File: src/common/memPkg.sv
// memory package with bus word types, address map and peripheral constants
package memPkg;

	typedef logic [15:0] wordT;
	typedef logic [15:0] addrT;
	typedef logic [7:0] regOffsetT; // low address byte
	typedef logic [11:0] romAddrT; // 4k words
	typedef logic [13:0] ramAddrT; // 16k words
	typedef logic [7:0] dutyT; // pwm duty and counter

	localparam int CLOCK_FREQ = 10_000_000;
	localparam int BAUD_RATE = 115200;
	localparam int BAUD_DIV = CLOCK_FREQ / BAUD_RATE; // 86 clocks per bit

	localparam int GPIO_OUT_BITS = 4;
	localparam int GPIO_IN_BITS = 6;
	localparam int PWM_CHANNELS = 3;

	// address map, each compared against the top bits of ADDRESS
	localparam logic [3:0] ROM_REGION = 4'h0; // 0x0000 - 0x0fff
	localparam logic [7:0] UART_PAGE = 8'h10; // 0x10xx
	localparam logic [7:0] GPIO_PAGE = 8'h11; // 0x11xx
	localparam logic [7:0] PWM_PAGE = 8'h12; // 0x12xx
	localparam logic [1:0] RAM_REGION = 2'b10; // 0x8000 - 0xbfff

endpackage

File: src/peripherals/pwmLed.sv
// PWM LED driver, one duty register per channel against a shared counter
`timescale 1ns/1ps

module pwmLed import memPkg::*; (
	input logic CLK,
	input logic RSTb,
	input regOffsetT regAddr,
	input wordT wrData,
	input logic we,
	output wordT rdData,
	output logic [PWM_CHANNELS-1:0] ledPins
);

	dutyT duty [PWM_CHANNELS];
	dutyT pwmCnt;

	always_ff @(posedge CLK) begin
		if (!RSTb) begin
			for (int i = 0; i < PWM_CHANNELS; i++) begin
				duty[i] <= '0;
			end
		end else begin
			for (int i = 0; i < PWM_CHANNELS; i++) begin
				if (we && regAddr == i) begin
					duty[i] <= wrData[$bits(dutyT)-1:0];
				end
			end
		end
	end

	// free running, wraps at 255
	always_ff @(posedge CLK) begin
		if (!RSTb) begin
			pwmCnt <= '0;
		end else begin
			pwmCnt <= pwmCnt + 1'b1;
		end
	end

	// duty high cycles per 256
	always_ff @(posedge CLK) begin
		if (!RSTb) begin
			ledPins <= '0;
		end else begin
			for (int i = 0; i < PWM_CHANNELS; i++) begin
				ledPins[i] <= pwmCnt < duty[i];
			end
		end
	end

	always_comb begin
		rdData = '0;
		for (int i = 0; i < PWM_CHANNELS; i++) begin
			if (regAddr == i) begin
				rdData[$bits(dutyT)-1:0] = duty[i];
			end
		end
	end

endmodule

File: config.mk
export PLATFORM = sky130hd
export DESIGN_NAME = pwmLed
export DESIGN_NICKNAME = d
export VERILOG_FILES = /design/src/common/memPkg.sv /design/src/peripherals/pwmLed.sv
export SDC_FILE = /design/constraint.sdc
export NUM_CORES = 1
export LEC_CHECK = 0
export ABC_AREA = 0
export BUFFER_PORTS_ARGS = -buffer_cell sky130_fd_sc_hd__buf_2
export CELL_PAD_IN_SITES_DETAIL_PLACEMENT = 0
export CELL_PAD_IN_SITES_GLOBAL_PLACEMENT = 1
export CORE_ASPECT_RATIO = 1.1
export CORE_MARGIN = 1.5
export CORE_UTILIZATION = 35
export CTS_CLUSTER_DIAMETER = 150
export DETAILED_ROUTE_END_ITERATION = 8
export PLACE_DENSITY_LB_ADDON = 0.1
export SETUP_SLACK_MARGIN = 0.4
export SLEW_MARGIN = 0
export SYNTH_ARGS = -nofsm -noshare
export SYNTH_HDL_FRONTEND = slang
export SYNTH_SLANG_ARGS = --single-unit
File: constraint.sdc
create_clock -name CLK -period 1.6 [get_ports CLK]
set_input_delay 0.16 -clock CLK [delete_from_list [all_inputs] [get_ports CLK]]
set_output_delay 0.16 -clock CLK [all_outputs]
set_load 0.1 [all_outputs]
**Word-level counts from Yosys, hierarchy flattened**

Memories as Yosys holds them, arrays and structs flattened.
Cells that the tools add are included.
Widths: inputs -> output; s select.

- Register bits after elaboration: 11
- Latch bits: 0
- RAM bits: 24
- Memory bits (read-only): 0
- Input port bits: 27
- Output and inout bits: 19
- Word-level logic and storage cells: 32
- Memories kept: 1

- Add/sub/neg operators: 1
- Multiply operators: 0
- Div/mod/pow operators: 0
- Magnitude comparators: 3
- Equal/unequal tests: 2
- Shift-type cells: 0
- Mux-type cells: 16
- Bitwise gates (word level): 3
- Reductions and logical operators: 4

Memory list:

| memory | depth | bits a word | read ports | clocked after Yosys merged registers in | write ports | RTL line | text |
|---|---|---|---|---|---|---|---|
| duty | 3 | 8 | 3 | 0 | 3 | pwmLed.sv:14 | `dutyT duty [PWM_CHANNELS];` |

Operator list:

| operator | number |
|---|---|
| $mux 8 | 6 |
| $lt 8x8->1 | 3 |
| $mux 1 | 10 |
| $add 8x1->8 const B | 1 |
| $eq 8x1->1 const B | 1 |
| $eq 8x2->1 const B | 1 |
| $logic_not 8->1 | 1 |
| $logic_and 1x1->1 | 3 |
| $or 1x1->1 | 3 |

**Depth between registers and ports, before layout**

- Depth after elaboration: 6
- Gate-level depth with buffers: 5
- Mapped depth without buffers: 5

**Worst setup path after synthesis**

OpenSTA, ideal clock, no wires.

- Path kind: input -> output
- Start: in regAddr[5]
- End: out rdData[0]
- Arrival: 2.040 ns
- Required time: 1.440 ns
- Path slack: -0.600 ns
- Stages on the path: 3
- Buffers on the path: 0
- Path through: nor4_1 > nand2_1 > nor2_1

- Cells in the longest elaborated chain, start to end: 4
- Elaborated cells on any way between the ends: 6
- Those cells by class: eq/ne: 2; mux: 3; reduce/logical: 1

RTL lines:

| item | RTL line | text |
|---|---|---|
| start: declaration | pwmLed.sv:7 | `input regOffsetT regAddr,` |
| $logic_not 8->1 | pwmLed.sv:54 | `if (regAddr == i) begin` |
| $mux 8 (2 in series) | pwmLed.sv:54 |  |
| $mux 8 (*) | pwmLed.sv:54 |  |
| end: declaration | pwmLed.sv:10 | `output wordT rdData,` |

Mark *: on every way between the ends. The rest lies on a longest branch, timed or not.

==> results.ini <==
[outcome]
status=complete, no violations

[timing]
worst_slack_ps=93.59
period_needed_ps=1506
max_freq_mhz=663.8
rsz0062_at_grt=true
setup_viol=0
fin_crit_sh=0.9415
tns_ps=0
hold_viol_final=0
fin_skew_ps=9.256
drv_slew=0

[power_and_ir_drop]
leakage_nw=1.203
powerDensity_nw_per_um2=724.1
vdd_drop_max_v=0.0004013

[floorplanning]
dieWidth_um=74.77
start_util=0.3652
row_count=28
die_h_um=81.95
core_area_um2=5430
ios=46
dieArea_um2=6127

[setup_path]
critPathCaptureType=output pin
critical_path.max_fanout=2
crit_chain=mux2i_2, a2bb2oi_2, nor2_4, buf_12
slowest_stage=edfxtp_1
path_class=reg2out
startpoint_type=flop
max_stage_delay_ps=420
critical_path_arrival_ps=1350
cp.required_ps=1440

[synthesis]
synthFlopType=edfxtp_1
syn_inst=182
yosysWarnings=0
synth_area_um2=1983
synth.avg_cell_area_um2=10.90
synth_cell_types=34
async_reset_ff_frac=0
synth-seq-area-share=0.4744
synth_edf_count=24
synth_seq_cells=35

[routing]
num_vias=1538
avgRoutedWirePerCell_um=15.83
drc_errors=0
wirelength_um=4923
drtIter0Drc=69
first_pass_iters=4
viasPerCell=4.945
postRouteAntennaNets=0

[flow_run]
drv_cap=0

[grt]
grt_usage=0.1786
grt_max_degree=13
globalRoute.busiestLayer=met2
grt_pass1_wl_um=8079
antenna_found_initial=0
grt_util_met3=0.03190
grt_overflow=0
grt_pass1_vias=1671
grtUsageMet1=0.2269
met2_usage=0.3080

[placed_design]
gp_congestion=0.8564
dp_hpwl_um=3538
place_ws_ps=55.60
dp.cells=289
place_area_um2=2464
io_buffers=29

[clocking]
cts-root-buf=clkbuf_8
cts_hold_buf=0
clock_path_buffers=2
cts_tree=done
h-tree-depth=2
clkLatencyLatePin_ps=280
numCtsBuffers=5
clk_pin_slew_ps=70
cts.sinks=35

[finish]
antenna_cells=0
nets=284
finalNonFillerCells=311
drive_above_1_share=0.4576
stdcell_area_um2=2908
area_growth_pct=46.62

[worst_hold_path]
hold_class=in2reg

[cell usage after synthesis (all sizes together) (4+ instances only)]
cell type / instances / area (um^2)
and2: 9 / 56.30
buf: 9 / 65.06
mux2i: 8 / 80.08
nand3: 4 / 25.02
edfxtp: 24 / 720.7
nand2: 4 / 15.01
a2bb2oi: 8 / 70.07
inv: 22 / 82.58
nor2: 13 / 48.80
nor2b: 4 / 25.02
o21ai: 7 / 35.03
dfxtp: 11 / 220.2
ha: 22 / 275.3
a21oi: 6 / 30.03
[layout by cell type (no fill, tap or decap), types with 2 or more instances in the layout]
master | netlist | routed
dfxtp_4 | 0 | 5
a21oi_1 | 6 | 5
nor3b_1 | 3 | 3
o21ai_2 | 0 | 3
clkbuf_4 | 0 | 4
a211oi_2 | 0 | 3
ha_1 | 22 | 17
mux2i_1 | 8 | 7
buf_6 | 0 | 7
buf_12 | 0 | 8
ha_4 | 0 | 5
buf_2 | 1 | 17
xor2_1 | 2 | 2
a2bb2oi_2 | 0 | 8
nand2_4 | 0 | 2
nand3_4 | 0 | 2
dfxtp_1 | 11 | 4
edfxtp_1 | 24 | 24
nor2b_1 | 4 | 4
o211ai_1 | 3 | 3
dfxtp_2 | 0 | 2
conb_1 | 1 | 8
inv_2 | 0 | 3
and2_1 | 9 | 9
nor2_1 | 13 | 5
o21ai_1 | 0 | 2
o21ai_0 | 7 | 2
o2111a_1 | 3 | 3
buf_4 | 8 | 14
nand2_1 | 4 | 2
nor2_4 | 0 | 8
inv_1 | 22 | 19
clkbuf_8 | 0 | 5
[timing repair]
action                                  in CTS  in global routing
buffers inserted                            11                  3
pin swaps                                   18                 13
gates resized for setup                     37                 19
endpoints found under the setup margin      33                 49
[flip-flops by register name, indices dropped and copies added, names as in the netlist]
name,flops
ledPins,3
pwmCnt,8
duty,24
[kinds of logic after synthesis]
group,share of synthesized area
AOI/OAI and AO/OA,0.1325
xor gates and xnor gates,0.01325
adders and majority gates,0.1388
buffers and inverters,0.08012
DFF,0.4744
muxes,0.04038
other,0.001891
and+or+nand+nor,0.1186
[metal layers]
metal,up-vias,share of wire
met2,45,0.51
met4,0,0.0087
met3,5,0.036
met5,-,0
met1,740,0.44
li1,748,-
[critical path: cells and delay by family (launching register included)]
kind                   cells  cell delay, ps
buffers and inverters      1             170
muxes                      1             210
AOI/OAI and AO/OA          1             210
and+or+nand+nor            1              50
DFF                        1             420
[through the flow]
step | hold WS, ps | total power, W | utilization
finish | 200.6 | 0.002105 | 0.5355
global route | 202.7 | 0.002190 | 0.5355
CTS | 197.0 | 0.002098 | 0.5173
detailed placement | 490.7 | 0.001410 | 0.4537
global placement | 475.7 | 0.001401 | 0.4537
floorplan | 281.6 | 0.001326 | -
[power breakdown]
group          total [W]  switching [W]  internal (W)
sequential       0.00104      0.0000386       0.00100
clock           0.000639       0.000334      0.000305
combinational   0.000424       0.000271      0.000153
[area by class of cell]
cell class                      count  area (um^2)
Clock buffer                        6        72.57
Clock inverter                      2        12.51
Fill cell                         480         2522
Inverter                           23        86.33
Multi-Input combinational cell    120         1221
Sequential cell                    35        962.2
Tap cell                           75        93.84
Timing Repair Buffer               50        459.2
[path summary, 6_finish.rpt]
| check | startpoint | endpoint | slack [ps] | depth (start not counted) |
|---|---|---|---|---|
| max | duty[0][21] | rdData[5] | 90 | 4 |
| min reg2reg | pwmCnt[0] | pwmCnt[0] | 520 | 1 |
| min | wrData[2] | duty[0][18] | 200 | 2 |
| max reg2reg | duty[0][21] | ledPins[2] | 150 | 5 |
Power figures use the tool's default switching activity.
