==> src/common/memPkg.sv <==
// memory package with bus word types, address map and peripheral constants
package memPkg;

	typedef logic [15:0] wordT;
	typedef logic [15:0] addrT;
	typedef logic [7:0] regOffsetT; // low address byte
	typedef logic [11:0] romAddrT; // 4k words
	typedef logic [13:0] ramAddrT; // 16k words
	typedef logic [7:0] dutyT; // pwm duty and counter

	localparam int CLOCK_FREQ = 10_000_000;
	localparam int BAUD_RATE = 115200;
	localparam int BAUD_DIV = CLOCK_FREQ / BAUD_RATE; // 86 clocks per bit

	localparam int GPIO_OUT_BITS = 4;
	localparam int GPIO_IN_BITS = 6;
	localparam int PWM_CHANNELS = 3;

	// address map, each compared against the top bits of ADDRESS
	localparam logic [3:0] ROM_REGION = 4'h0; // 0x0000 - 0x0fff
	localparam logic [7:0] UART_PAGE = 8'h10; // 0x10xx
	localparam logic [7:0] GPIO_PAGE = 8'h11; // 0x11xx
	localparam logic [7:0] PWM_PAGE = 8'h12; // 0x12xx
	localparam logic [1:0] RAM_REGION = 2'b10; // 0x8000 - 0xbfff

endpackage

==> src/peripherals/uartTx.sv <==
// serial transmitter, 8N1 frames from a register write, busy flag at offset 1
`timescale 1ns/1ps

module uartTx import memPkg::*; (
	input logic CLK,
	input logic RSTb,
	input regOffsetT regAddr,
	input wordT wrData,
	input logic we,
	output wordT rdData,
	output logic txPin
);

	typedef enum logic [1:0] {
		IDLE,
		START,
		DATA,
		STOP
	} uartStateT;

	uartStateT state;
	logic [$clog2(BAUD_DIV)-1:0] baudCnt;
	logic [2:0] bitIdx;
	logic [7:0] shiftReg;
	logic busy;
	logic bitDone;

	assign busy = state != IDLE;
	assign bitDone = baudCnt == BAUD_DIV - 1;

	always_ff @(posedge CLK) begin
		if (!RSTb) begin
			state <= IDLE;
			baudCnt <= '0;
			bitIdx <= '0;
			txPin <= 1'b1; // line idles high
		end else begin
			case (state)
				IDLE: begin
					if (we && regAddr == 8'h00) begin
						state <= START;
						txPin <= 1'b0; // start bit from the next cycle
						baudCnt <= '0;
					end
				end
				START: begin
					baudCnt <= bitDone ? '0 : baudCnt + 1'b1;
					if (bitDone) begin
						state <= DATA;
						bitIdx <= '0;
						txPin <= shiftReg[0];
					end
				end
				DATA: begin
					baudCnt <= bitDone ? '0 : baudCnt + 1'b1;
					if (bitDone) begin
						if (bitIdx == 3'd7) begin
							state <= STOP;
							txPin <= 1'b1;
						end else begin
							bitIdx <= bitIdx + 1'b1;
							txPin <= shiftReg[0];
						end
					end
				end
				STOP: begin
					baudCnt <= bitDone ? '0 : baudCnt + 1'b1;
					if (bitDone) begin
						state <= IDLE;
					end
				end
				default: state <= IDLE;
			endcase
		end
	end

	// data byte, lsb first
	always_ff @(posedge CLK) begin
		if (state == IDLE && we && regAddr == 8'h00) begin
			shiftReg <= wrData[7:0];
		end else if ((state == START || state == DATA) && bitDone) begin
			shiftReg <= shiftReg >> 1;
		end
	end

	always_comb begin
		rdData = '0;
		if (regAddr == 8'h01) begin
			rdData[0] = busy;
		end
	end

endmodule

==> config.mk <==
export PLATFORM = sky130hd
export DESIGN_NAME = uartTx
export DESIGN_NICKNAME = d
export VERILOG_FILES = /design/src/common/memPkg.sv /design/src/peripherals/uartTx.sv
export SDC_FILE = /design/constraint.sdc
export NUM_CORES = 1
export LEC_CHECK = 0
export BUFFER_PORTS_ARGS = -buffer_cell sky130_fd_sc_hd__buf_2
export CAP_MARGIN = 20
export CORE_MARGIN = 10
export CORE_UTILIZATION = 35
export CTS_CLUSTER_SIZE = 8
export DETAILED_ROUTE_END_ITERATION = 10
export GPL_ROUTABILITY_DRIVEN = 0
export PLACE_DENSITY_LB_ADDON = 0.1
export REMOVE_ABC_BUFFERS = 1
export SYNTH_ARGS = -nofsm -noshare
export SYNTH_HDL_FRONTEND = slang
export SYNTH_SLANG_ARGS = --single-unit
==> constraint.sdc <==
create_clock -name CLK -period 6.15 [get_ports CLK]
set_clock_uncertainty 0.15 [all_clocks]
set_input_delay 0.3075 -clock CLK [delete_from_list [all_inputs] [get_ports CLK]]
set_output_delay 0.3075 -clock CLK [all_outputs]
set_load 0.01 [all_outputs]
-- Word-level counts from Yosys, hierarchy flattened
Cells that the tools add are included.
- register bits: 21
- bits of input ports: 27
- $add $sub $neg: 2
- eq/ne operators: 12
- multiplexer cells: 21
- reductions and logical operators: 15
- operator list (kind ; count):
    $mux 8 ; 2
    $mux 7 ; 2
    $pmux 7 s2 ; 1
    $ne 2x2->1 const B ; 6
    $mux 2 ; 5
    $mux 3 ; 3
    $eq 8x1->1 const B ; 1
    $logic_not 8->1 ; 1
    $pmux 2 s4 ; 1
    $reduce_and 4->1 ; 2
    $add 7x1->7 const B ; 1
    $eq 7x7->1 const B ; 1
    $pmux 3 s2 ; 1
    $reduce_bool 2->1 ; 3
    $mux 1 ; 5
    $reduce_and 5->1 ; 1
    $eq 2x2->1 const B ; 2
    $logic_and 1x1->1 ; 4
    $add 3x1->3 const B ; 1
    $eq 3x3->1 const B ; 1
    $pmux 1 s3 ; 1
    $reduce_bool 3->1 ; 1
    $reduce_or 3->1 ; 1
    $eq 2x1->1 const B ; 1
    other kinds (2) ; 2

-- Logic depth before layout (Yosys ltp)
- depth after elaboration: 5
- gate-level depth with buffers: 7

-- Worst setup path before layout
No wires, ideal clock.
- path type: reg2reg
- from: register state[0]
- to: register shiftReg[0] (data pin)
- library setup time: 0.260 ns
- arrival time: 1.689 ns
- path slack: 4.051 ns
- stages on the path, launching flop included: 7
- period minus slack after synthesis: 2.099 ns
- cells stage by stage: dfxtp_1 inv_1 ha_1 inv_1 or4_4 buf_6 mux2_4
- cells in the longest elaborated chain, start to end: 4
- ends and longest elaborated chain (what ; RTL line ; text):
    from (decl) ; uartTx.sv:21 ; uartStateT state;
    from (signal assigned) ; uartTx.sv:33 ; state <= IDLE;
    from (signal assigned) ; uartTx.sv:41 ; state <= START;
    from (signal assigned) ; uartTx.sv:49 ; state <= DATA;
    $logic_not 2->1 ; uartTx.sv:79 ; if (state == IDLE && we && regAddr == 8'h00) begin
    $logic_and 1x1->1 (2 in a row) ; uartTx.sv:79 ;
    $mux 8 ; uartTx.sv:79 ;
    to (signal assigned) ; uartTx.sv:80 ; shiftReg <= wrData[7:0];
    to (signal assigned) ; uartTx.sv:82 ; shiftReg <= shiftReg >> 1;
    to (decl) ; uartTx.sv:24 ; logic [7:0] shiftReg;
No other way between the ends.
A chain may end at the register's enable or synchronous reset.

-- Worst setup path after layout
- from: register state[0]
- to: register shiftReg[7], enable pin
- cells in the longest elaborated chain, start to end: 4
- elaborated cells on any way between the ends: 8
- ends and longest elaborated chain (what ; RTL line ; text):
    $eq 2x1->1, or another cell as far along ; uartTx.sv:81 ; end else if ((state == START || state == DATA) && bitDone) begin
    $logic_or 1x1->1 / $logic_and 1x1->1 (equally long branches) ; uartTx.sv:81, uartTx.sv:79 ;
    $logic_and 1x1->1 (on tied branches) ; uartTx.sv:81, uartTx.sv:79 ;
    $reduce_bool 2->1 (no line) * ; n/a ;
Every way passes the cells marked *; elsewhere a longest branch is shown, timed or not.

==> impl_results.md <==
* Status: completed
* Resize count post-CTS at 0
* Buf/Inv on CP at 2
* Core Util, Final at 39.7%
* Antenna diode count at 0
* Worst-path clk slew at 0.08 ns
* Clock Tree Buf Depth at 2
* Cell Rows at 22
* Chip Width at 81.6 um
* Crit Path Max Fanout at 9
* CTS tree: built
* Distinct cells, synth at 34
* Post-synthesis instance total at 137
* Synth warnings at 0
* Hold crit path type: in2reg
* Reg-to-reg setup timing slack at 3.82 ns
* Clk_lat worst skew at 0.26 ns
* Final setup vio count at 0
* Slowest cell delay on critical path at between 0.6 and 0.7 ns
* CP required at 5.93 ns
* CTS buffer count at 3
* Post-route DRC violation count at 0
* Fin crit share at 38.0%
* XOR/XNOR Fraction of Synth Area at 0%
* Unrepaired setup endpoints after global routing: no
* Mapped cell area at 1330 sq um
* CORE AREA at 3660 sq um
* Power per Cell Area at 198 nW/um^2
* Largest family of logic cells by synthesized area: simple AND/OR/NAND/NOR gates
* Vias per cell at 4.68
* Root Buffer: clkbuf_8
* Critical path capture point type: flop
* GRT Residual Overflow at 0
* Final max-slew violation count at 0
* Crit path DAT at about 2.1 ns
* Starting Density at between 30% and 40%
* Top-Level Pins at 44
* Multiplexer share of the synthesized area at 10.2%
* Adder-Cell Fraction of Synth Area at under 10%
* Die Y at 81.6 um
* Area Growth Syn to Fin at 9.61%
* Nets at 195
* Die area at 6660 sq um
* Total routed wirelength at 2610 um
* Simple-gate share of the synthesized area at 18.2%
* Crit path max-delay family: simple AND/OR/NAND/NOR gates
* Synth Area in Compound Gates at between 10% and 20%
* Hold Startpoint: RSTb
* Worst-margin pin slew at ~0.57 ns
* #FFs+latches synth at 21
* Iteration count of the initial detailed-routing pass at 4
* Layout cells sized above 1 at 24.2%
* Slew HR at 62.1%
* Max-cap violations at 0
* Worst setup SP type: flop
* Drt wl/cell at 12.7 um
* GRT Total Usage at under 10%
* CP Class: reg2reg
* Crit-path cells: inv_1 > ha_1 > inv_1 > or4_4 > nand2_1
* Fillers at 379
* Hold Path Stages at 3
* Port Buffers at 20
* DR vias at around 960
* Seq/Total Area, Yosys at 37.7%
* Max IR drop VDD at 0.111 mV
* Reg2reg end: shiftReg[7]
* Hold Vio Cnt, Final at 0
* Fmax at 428 MHz
* Largest net degree at the start of global routing at 13
* Htree depth at 1
* Hold buffer count at CTS at 0
* Hpwl dp at 2100 um
* Worst path slowest cell: or4_4
* Vias in the first global route at between 900 and 1000
* Reg2reg path depth at 5
* Crit path top cell by count: inv_1
* Final ANT Viol Nets at 0
* Period minus WS final at ~2.3 ns
* Setup TNS Final at 0 ns
* Initial antenna violation count at 0
* Mean Syn Cell Area at 9.69 sq um
* P_leak at about 0.0006 uW
* Initial DRC count at 40
* Sink Count at 21
* Hold path endpoint: baudCnt[4]
* First-pass GRT wire length at 4170 um
* Reg2reg start: state[0]
* Total Power at 288 uW
* Setup Buffers After CTS at 0
==> stage by stage <==
stage	std cells	cell area (sq um)	hold slack (ns)	setup WS, ns
after global placement	201	1410	0.296	3.81
final	205	1460	0.166	3.82
after detailed placement	201	1410	0.309	3.81
after floorplan	133	1250	0.274	4.08
after CTS	205	1460	0.157	3.79
after global routing	205	1460	0.166	3.66
==> area by class of cell <==
class | instances | area (sq um) | share of cell area [%]
clock buffers | 3 | 41.3 | 2.84
clock inverters | 1 | 5.00 | 0.344
inverters | 10 | 37.5 | 2.58
multi-input cells | 102 | 711 | 48.8
flip-flops and latches | 21 | 500 | 34.4
well taps | 48 | 60.1 | 4.13
repair buffers | 20 | 100 | 6.88
==> worst reg2reg max path: stages, from the launching register on <==
cell,delay (ns)
dfxtp_1,0.36
inv_1,0.12
ha_1,0.28
inv_1,0.14
or4_4,0.64
nand2_1,0.32
==> per-layer routing <==
| metal | up-vias | share of wire [%] | global-route usage [%] |
|---|---|---|---|
| met4 | 0 | 0.81 | 2.55 |
| met2 | 37 | 40 | 10.7 |
| met3 | 2 | 9.3 | 3.38 |
| met5 | - | 0 | 0 |
| met1 | 427 | 49 | 10.6 |
| li1 | 493 | - | - |
==> cells in the mapped netlist <==
library cell | number | area (sq um)
o21ai_0 | 2 | 10.0
or4_4 | 1 | 11.3
inv_1 | 10 | 37.5
o21bai_1 | 1 | 7.51
and3_1 | 1 | 6.26
mux2_4 | 7 | 105
a21oi_1 | 13 | 65.1
conb_1 | 1 | 3.75
or4_1 | 2 | 15.0
edfxtp_1 | 8 | 240
and2_1 | 2 | 12.5
nand4b_1 | 1 | 8.76
ha_1 | 10 | 125
nor2_1 | 7 | 26.3
nor2b_1 | 1 | 6.26
nand2_2 | 1 | 6.26
nand3_1 | 4 | 20.0
nor3_1 | 5 | 25.0
o221a_2 | 1 | 11.3
dfxtp_1 | 13 | 260
o211ai_1 | 1 | 7.51
mux2i_1 | 3 | 30.0
buf_6 | 1 | 11.3
a41oi_2 | 1 | 16.3
a22oi_1 | 1 | 7.51
clkbuf_1 | 2 | 7.51
or3b_2 | 1 | 8.76
and4bb_2 | 1 | 12.5
nor4_4 | 1 | 21.3
nand2_1 | 13 | 48.8
nand4_1 | 2 | 12.5
a31oi_1 | 2 | 12.5
a211oi_1 | 2 | 15.0
buf_4 | 15 | 113
==> state kept, by name, summed over array words and instances (netlist names) <==
name / flops
shiftReg: 8
baudCnt: 7
bitIdx: 3
state: 2
txPin: 1
==> layout by cell type (no fill, tap or decap), types with 2 or more instances in the layout <==
| master | synthesis | layout |
|---|---|---|
| a211oi_1 | 2 | 2 |
| a21oi_1 | 13 | 13 |
| a31oi_1 | 2 | 2 |
| and2_1 | 2 | 2 |
| buf_2 | 0 | 20 |
| clkbuf_8 | 0 | 3 |
| conb_1 | 1 | 15 |
| dfxtp_1 | 13 | 13 |
| edfxtp_1 | 8 | 8 |
| ha_1 | 10 | 10 |
| inv_1 | 10 | 10 |
| mux2_4 | 7 | 7 |
| mux2i_1 | 3 | 3 |
| nand2_1 | 13 | 13 |
| nand3_1 | 4 | 4 |
| nand4_1 | 2 | 2 |
| nor2_1 | 7 | 7 |
| nor3_1 | 5 | 5 |
| o21ai_0 | 2 | 2 |
| or4_1 | 2 | 2 |
==> cells by family (layout without fill, tap and decap cells) <==
logic type                 after synthesis  in the layout
DFF                                     21             21
other                                    1             15
and+or+nand+nor                         43             43
adders and majority gates               10             10
muxes                                   10             10
buffers and inverters                   28             34
AOI/OAI and AO/OA                       24             24
==> worst max-delay path by stage <==
stage / from / end / slack [ns] / depth (start not counted)
3_3_place_gp: state[0] / shiftReg[7] / 3.81 / 5
6_report: state[0] / shiftReg[7] / 3.82 / 5
4_1_cts: state[0] / shiftReg[7] / 3.79 / 5
5_1_grt: state[0] / shiftReg[7] / 3.66 / 5
3_5_place_dp: state[0] / shiftReg[7] / 3.81 / 5
2_1_floorplan: state[0] / shiftReg[0] / 4.08 / 5
==> power by group <==
part / total [uW] / switching (uW) / internal [uW]
sequential: 149 / 3.28 / 146
combinational: 45.4 / 28.3 / 17.1
clock: 93.5 / 48.3 / 45.2
total: 288 / 79.9 / 208
No activity file was read; power rests on OpenSTA's default activity.
