[src/common/memPkg.sv]
// memory package with bus word types, address map and peripheral constants
package memPkg;

	typedef logic [15:0] wordT;
	typedef logic [15:0] addrT;
	typedef logic [7:0] regOffsetT; // low address byte
	typedef logic [11:0] romAddrT; // 4k words
	typedef logic [13:0] ramAddrT; // 16k words
	typedef logic [7:0] dutyT; // pwm duty and counter

	localparam int CLOCK_FREQ = 10_000_000;
	localparam int BAUD_RATE = 115200;
	localparam int BAUD_DIV = CLOCK_FREQ / BAUD_RATE; // 86 clocks per bit

	localparam int GPIO_OUT_BITS = 4;
	localparam int GPIO_IN_BITS = 6;
	localparam int PWM_CHANNELS = 3;

	// address map, each compared against the top bits of ADDRESS
	localparam logic [3:0] ROM_REGION = 4'h0; // 0x0000 - 0x0fff
	localparam logic [7:0] UART_PAGE = 8'h10; // 0x10xx
	localparam logic [7:0] GPIO_PAGE = 8'h11; // 0x11xx
	localparam logic [7:0] PWM_PAGE = 8'h12; // 0x12xx
	localparam logic [1:0] RAM_REGION = 2'b10; // 0x8000 - 0xbfff

endpackage

[src/peripherals/gpioPort.sv]
// GPIO port with an output register and two-flop synchronized inputs
`timescale 1ns/1ps

module gpioPort import memPkg::*; (
	input logic CLK,
	input logic RSTb,
	input regOffsetT regAddr,
	input wordT wrData,
	input logic we,
	output wordT rdData,
	output logic [GPIO_OUT_BITS-1:0] pinsOut,
	input logic [GPIO_IN_BITS-1:0] pinsIn
);

	logic [GPIO_IN_BITS-1:0] syncA;
	logic [GPIO_IN_BITS-1:0] syncB;

	always_ff @(posedge CLK) begin
		if (!RSTb) begin
			pinsOut <= '0;
		end else if (we && regAddr == 8'h00) begin
			pinsOut <= wrData[GPIO_OUT_BITS-1:0];
		end
	end

	// pins are asynchronous to CLK
	always_ff @(posedge CLK) begin
		if (!RSTb) begin
			syncA <= '0;
			syncB <= '0;
		end else begin
			syncA <= pinsIn;
			syncB <= syncA;
		end
	end

	always_comb begin
		rdData = '0;
		case (regAddr)
			8'h00: rdData[GPIO_OUT_BITS-1:0] = pinsOut;
			8'h01: rdData[GPIO_IN_BITS-1:0] = syncB;
			default: ;
		endcase
	end

endmodule

[config.mk]
export PLATFORM = sky130hd
export DESIGN_NAME = gpioPort
export DESIGN_NICKNAME = d
export VERILOG_FILES = /design/src/common/memPkg.sv /design/src/peripherals/gpioPort.sv
export SDC_FILE = /design/constraint.sdc
export NUM_CORES = 1
export LEC_CHECK = 0
export ABC_AREA = 1
export BUFFER_PORTS_ARGS = -buffer_cell sky130_fd_sc_hd__buf_2
export CAP_MARGIN = 40
export CORE_MARGIN = 1.5
export CORE_UTILIZATION = 35
export CTS_CLUSTER_DIAMETER = 30
export DETAILED_ROUTE_END_ITERATION = 8
export MAX_ROUTING_LAYER = met4
export PLACE_DENSITY = 0.71
export SYNTH_ARGS = -nofsm -noshare
export SYNTH_HDL_FRONTEND = slang
export SYNTH_SLANG_ARGS = --single-unit
[constraint.sdc]
create_clock -name CLK -period 1.4 [get_ports CLK]
set_clock_uncertainty 0.15 [all_clocks]
set_input_delay 0.21 -clock CLK [delete_from_list [all_inputs] [get_ports CLK]]
set_output_delay 0.21 -clock CLK [all_outputs]
set_load 0.03 [all_outputs]
# [Yosys cells after proc, flatten, opt, wreduce, memory -nomap -nowiden]
# Index checks and enable logic that the tools add are counted.
[word_totals] reg_bits=16 wordCells=8
[op_classes] eq_ne=1 n_mux=2 n_reduce_logical=2
[op_table] cell="$eq A8 B1 Y1 const B" n=1
[op_table] cell="$logic_not A8 Y1" n=1
[op_table] cell="$pmux W4 S2" n=1
[op_table] cell="$mux W2" n=1
[op_table] cell="$logic_and A1 B1 Y1" n=1

# [Longest topological paths before layout]
# Gate-level depths: netlist of the first run.
[logic_depth] depth_word=2 depth_mapped=7 mapped_depth_nobuf=6

# [Least setup slack after synthesis of the first run]
# Ideal clock, no wire load.
[synth_timing] kind="input -> output" from="input port regAddr[3]" to="output port rdData[0]" arrival_time_ps=1229 slack_ps=-189 path_stages=3 n_path_buf=0 path_cell_list="nor2_1 -> nand4_1 -> o21ai_0"
[synth_between] elab_chain_len=2 word_cells_on_any_way=3
[synth_rtl] item="start, declared" line_no="gpioPort.sv:7" rtl="input regOffsetT regAddr,"
[synth_rtl] item="$eq A8 B1 Y1 or $logic_not A8 Y1 (tied branches)" line_no="gpioPort.sv:39" rtl="case (regAddr)"
[synth_rtl] item="$pmux W4 S2 (*)" line_no="gpioPort.sv:39"
[synth_rtl] item="end, declared" line_no="gpioPort.sv:10" rtl="output wordT rdData,"
# Mark *: on every way between the ends. The rest lies on a longest branch, timed or not.

# [Worst setup path in the final report of the first run]
[layout_timing] from="input port regAddr[3]" to="output port rdData[2]"
# Same word-level chain as after synthesis.

==> flow_summary.ini, run 1 <==
[critical_path]
timing.critical_path.cells = buf_6, nor2_4, nand4_1, o21ai_1, buf_4
crit_fanout = 6
critical_path_buf_inv_count = 2
worst_r2r_path_depth = 2
crit_path_max_incr_delay_ns = 0.25
setup.worst_path.end_class = output port
critical_path.startpoint_type = input pin
crit-reg2reg-capture = pinsOut[1]$_SDFFE_PN0P_
timing_worst_setup_path_type = input pin to output port
cp_data_required_time_ns = 1.04
worst_path_max_delay_cell = sky130_fd_sc_hd__nand4_1
cpLargestDelayFamily = simple AND/OR/NAND/NOR gates
worstReg2RegStart = pinsOut[1]$_SDFFE_PN0P_
data_arrival_critical_path_ns = 1.05
reg2reg_setup_slack_ns = 0.65

[pwr]
fin_total_pwr_uw = 898
p_leak_uw = 0.000566
pwr_density_cell_nw_per_um2 = 885
irDropWorstVdd_v = 0.000575

[run_status]
violations = setup timing
run_status = finished with violations

[final_layout]
final_area_um2 = 1010
stdcell_count = 164
most-common-layout-cells = 22 x sky130_fd_sc_hd__inv_1, 22 x sky130_fd_sc_hd__nand2_1, 17 x sky130_fd_sc_hd__buf_2
antenna_cells_inserted = 0
layout.nets = 171
area.growth.synth_to_final_pct = 42.0
fin_util = 0.523
share_of_cells_above_drive_strength_1 = 0.292

[hold_path]
whs_endpoint = pinsOut[3]$_SDFFE_PN0P_
min-delay-path-class = input pin to register
worst_hold_startpoint = wrData[3]
hold_depth = 5

[die]
floorplan.die_area_um2 = 2320
boundaryPins = 53
die_height_um = 48.2
std_cell_rows = 16
floorplan.initialDensity = 0.368
core_um2 = 1940
die-width_um = 48.2

[clock_tree]
cts-buffers-inserted = 3
cts-root-buf = sky130_fd_sc_hd__clkbuf_4
cts.sinks = 16
post-cts-setup-buffers = 0
path_clk_slew_ns = 0.09
ctsLongestPathBuffers = 2
htreeDepth = 1
clock_latency_ns = 0.27
cts_tree = built

[detailed_routing]
drcViolationCount = 0
route.detailed.vias_per_inst = 3.82
initialDrtViolationCount = 5
first_pass_iteration_count_of_the_detailed_router = 3
detail_route.wl_per_cell_um = 7.19
drt.antenna.violating_nets = 0
finalWirelength_um = 1180
vias = 626

[sta]
sum_of_negative_setup_slack_ns = -0.00895
grt_setup_unrepaired = yes
slew_viol_final = 0
post-route-min-period_ns = 1.41
timing.final.setup_violations = 2
final_setup_margin_ns = -0.00540
final_hold_vios = 0
post-route-period-util = 1.00
timing.fmax_mhz = 712

[global_route]
grt_pass1_vias = 415
antenna_violations_before_repair = 0
grt_first_pass_wirelength_um = 1590
groute.usage.overall = 0.101
grt_start_max_net_pins = 17
grt_overflow_total = 0

[synth]
synth_cells = 101
synth_seq_area_share = 0.448
synth_warnings = 0
synth.distinct_cells = 14
ys_seq_elements = 16
netlist_area_um2 = 714
post_synth.cell_area_avg_um2 = 7.07

[placed_design]
place.detailed.instances = 154
portBuffers = 30
dpl-instance-area_um2 = 837
gp_routability_congestion = 0.722
post-dp-hpwl_um = 871

[job]
cap_violations = 0
## final cells by class
class,instances,area (um2)
flip-flops and latches,16,320
clock buffers,4,36.3
multi-input cells,57,262
repair buffers,37,277
fillers,188,927
inverters,23,86.3
well taps,27,33.8
## per-layer routing
layer	global-route usage	vias to the layer above	routed length, um
met2	0.171	22	625
met3	0.0444	0	62
met4	0.0162	0	0
met5	-	-	0
met1	0.112	261	491
li1	-	343	-
## state kept, by name, summed over array words and instances (netlist names)
name	count
syncA	6
syncB	6
pinsOut	4
## cell usage after synthesis
cell,count,area (um2)
sky130_fd_sc_hd__o21ai_0,4,20.0
sky130_fd_sc_hd__conb_1,1,3.75
sky130_fd_sc_hd__a21oi_1,4,20.0
sky130_fd_sc_hd__nand2_1,22,82.6
sky130_fd_sc_hd__dfxtp_1,16,320
sky130_fd_sc_hd__inv_1,23,86.3
sky130_fd_sc_hd__buf_6,1,11.3
sky130_fd_sc_hd__buf_4,11,82.6
sky130_fd_sc_hd__nand3_1,4,20.0
sky130_fd_sc_hd__nand4_1,1,6.26
sky130_fd_sc_hd__buf_2,1,5.00
sky130_fd_sc_hd__nor2_1,9,33.8
sky130_fd_sc_hd__clkbuf_1,1,3.75
sky130_fd_sc_hd__nor2_2,3,18.8
## worst min-delay path, stage by stage
cell and delay (ns):
sky130_fd_sc_hd__buf_2 0.07, sky130_fd_sc_hd__inv_1 0.03, sky130_fd_sc_hd__nand3_1 0.06, sky130_fd_sc_hd__nand2_1 0.04, sky130_fd_sc_hd__nor2_1 0.07
## cell families after synthesis
kind of cell / after synthesis / share of synthesized area
flip-flops: 16 / 0.448
AO/OA/AOI/OAI: 8 / 0.0560
AND/OR/NAND/NOR: 39 / 0.226
other: 1 / 0.00525
buffers and inverters: 37 / 0.264
## through the flow
| step | hold slack, ns | worst slack [ns] |
|---|---|---|
| after global routing | 0.127 | -0.0576 |
| after global placement | 0.236 | -0.0703 |
| final | 0.0930 | -0.00540 |
| after floorplan | 0.153 | -0.189 |
| after CTS | 0.0953 | -0.00404 |
| after detailed placement | 0.246 | -0.0828 |
## worst max path at each step
stage,start,end,slack [ns],cells after the start
finish,regAddr[3],rdData[2],-0.005,5
global route,regAddr[3],rdData[0],-0.06,5
floorplan,regAddr[3],rdData[0],-0.19,3
detailed placement,regAddr[3],rdData[2],-0.08,5
CTS,regAddr[0],rdData[2],-0.004,6
global placement,regAddr[3],rdData[3],-0.07,5
## what timing repair did
item | CTS | global route
pin swaps | 6 | 8
endpoints found under the hold margin | 6 | 0
hold buffers | 6 | 0
resized for setup | 16 | 9
endpoints found under the setup margin | 4 | 6
## power breakdown
part	internal, uW	total, uW	switching [uW]	leakage, uW
Sequential	471	475	3.48	0.000132
Clock	158	293	135	0.0000210
Combinational	56.6	131	74.6	0.000414
Total	686	898	213	0.000566
Note: power is estimated with default switching activity, not from simulation.
==> run 2: changes to the inputs <==
Settings changed: CORE_ASPECT_RATIO set to 1.5.
==> run 2 against run 1 <==
Net effect:
- clock power shrank 3%
- total power is essentially flat
- worst setup slack improved by 0.010 ns
- worst hold slack improved by 0.0073 ns
- final cell count is 1.2% lower
- via count increased by 5.8%
- routed wire length rose by 21%
- first-iteration DRC count shrank 40%
- clock-buffer cell count stayed put
- design area rose by 9.1%
- die area up 0.24%
- the run now ends clean
- critical endpoint is now rdData[3]
- largest cell class is now non-clock buffers
- highest routed layer is now met4
- largest power group unchanged
- register-to-register slack is essentially flat
==> flow_summary.ini, run 2 (same netlist as run 1, synthesis figures left out) <==
[run_status]
run_status = completed

[global_route]
grt_start_max_net_pins = 17
antenna_violations_before_repair = 0
grt_overflow_total = 0
grt_first_pass_wirelength_um = 2040
grt_pass1_vias = 554
groute.usage.overall = 0.131

[critical_path]
cp_data_required_time_ns = 1.04
worst_r2r_path_depth = 2
crit-reg2reg-capture = pinsOut[0]$_SDFFE_PN0P_
data_arrival_critical_path_ns = 1.03
setup.worst_path.end_class = output port
reg2reg_setup_slack_ns = 0.64
critical_path.startpoint_type = input pin
crit_fanout = 8
worstReg2RegStart = pinsOut[0]$_SDFFE_PN0P_
timing_worst_setup_path_type = input pin to output port

[clock_tree]
htreeDepth = 1
cts-root-buf = sky130_fd_sc_hd__clkbuf_4
cts.sinks = 16
cts-buffers-inserted = 3
clock_latency_ns = 0.27
ctsLongestPathBuffers = 2
cts_tree = built
path_clk_slew_ns = 0.08

[sta]
timing.fmax_mhz = 717
post-route-min-period_ns = 1.39
final_hold_vios = 0
sum_of_negative_setup_slack_ns = 0
grt_setup_unrepaired = yes
whs_ns = 0.100
post-route-period-util = 0.996
timing.final.setup_violations = 0
slew_viol_final = 0
final_setup_margin_ns = 0.00509

[hold_path]
min-delay-path-class = input pin to register
whs_endpoint = pinsOut[1]$_SDFFE_PN0P_
worst_hold_startpoint = wrData[1]
hold_depth = 5

[die]
std_cell_rows = 19
die-width_um = 39.9
floorplan.die_area_um2 = 2330
die_height_um = 58.3
floorplan.initialDensity = 0.380
core_um2 = 1880
boundaryPins = 53

[detailed_routing]
drt.antenna.violating_nets = 0
route.detailed.vias_per_inst = 4.09
finalWirelength_um = 1430
detail_route.wl_per_cell_um = 8.81
drcViolationCount = 0
initialDrtViolationCount = 3
vias = 662
first_pass_iteration_count_of_the_detailed_router = 3

[pwr]
p_leak_uw = 0.000605
pwr_density_cell_nw_per_um2 = 811
irDropWorstVdd_v = 0.000625

[final_layout]
reg.largest.list = syncA (6), syncB (6), pinsOut (4)
final_area_um2 = 1110
most-common-layout-cells = 22 x sky130_fd_sc_hd__inv_1, 18 x sky130_fd_sc_hd__nand2_1, 16 x sky130_fd_sc_hd__buf_2, 16 x sky130_fd_sc_hd__buf_6, 16 x sky130_fd_sc_hd__dfxtp_1
layout.nets = 175
fillers = 176
stdcell_count = 162
area.growth.synth_to_final_pct = 55.0
commonest_non_fill_non_tap_cell_in_the_layout = sky130_fd_sc_hd__inv_1
share_of_cells_above_drive_strength_1 = 0.383
antenna_cells_inserted = 0

[placed_design]
place.detailed.instances = 149
dpl-instance-area_um2 = 837
pre_cts_slack_ns = -0.167
post-dp-hpwl_um = 900
gp_routability_congestion = 0.659
portBuffers = 30

[job]
cap_violations = 0
## run 2: changes by cell type in the layout (fill, tap and decap cells not counted), sizes merged
cell  previous run  this run
buf             31        35
## run 2: metrics by stage
stage          total power [uW]  utilization
2_1_floorplan               576            -
3_5_place_dp                586        0.446
6_report                    898        0.590
3_3_place_gp                582        0.446
5_1_grt                     954        0.590
4_1_cts                     896        0.542
## run 2: power breakdown
part / total, uW / switching, uW / internal [uW]
Combinational: 140 / 79.9 / 59.8
Sequential: 475 / 3.87 / 471
Clock: 284 / 126 / 158
## run 2: worst max-delay path by stage
stage | from | end | slack (ns) | cells past startpoint
3_3_place_gp | regAddr[3] | rdData[2] | -0.11 | 5
5_1_grt | regAddr[5] | rdData[3] | -0.04 | 8
2_1_floorplan | regAddr[3] | rdData[0] | -0.19 | 3
4_1_cts | regAddr[4] | rdData[5] | -0.05 | 6
6_report | regAddr[5] | rdData[3] | 0.005 | 8
3_5_place_dp | regAddr[3] | rdData[3] | -0.17 | 5
## run 2: repair_timing
action / CTS / global route
gates cloned: 0 / 0
hold endpoints to repair: 6 / 0
setup endpoints to repair: 6 / 6
pin swaps: 7 / 7
buffers inserted: 1 / 2
hold buffers: 6 / 0
resized for setup: 21 / 23
## run 2: per-layer routing
layer / global-route usage / routed length [um] / share of wire / vias to the layer above
met4: 0.0591 / 12 / 0.0084 / 0
met5: - / 0 / 0 / -
met2: 0.256 / 852 / 0.60 / 31
met1: 0.105 / 484 / 0.34 / 280
li1: - / - / - / 349
met3: 0.0226 / 77 / 0.054 / 2
## run 2: layout make-up
type                            instances  area, um2  area share
Timing Repair Buffer                   41        343       0.310
Clock buffer                            4       36.3      0.0328
Multi-Input combinational cell         57        295       0.267
Sequential cell                        16        320       0.289
Inverter                               23       86.3      0.0780
Tap cell                               21       26.3      0.0237
## run 2: critical path, cell delays in order
cell	delay, ns
sky130_fd_sc_hd__buf_6	0.10
sky130_fd_sc_hd__nor2_4	0.11
sky130_fd_sc_hd__nand2_2	0.06
sky130_fd_sc_hd__nor2_2	0.12
sky130_fd_sc_hd__buf_6	0.14
sky130_fd_sc_hd__nand2_1	0.07
sky130_fd_sc_hd__o21ai_2	0.08
sky130_fd_sc_hd__buf_6	0.15
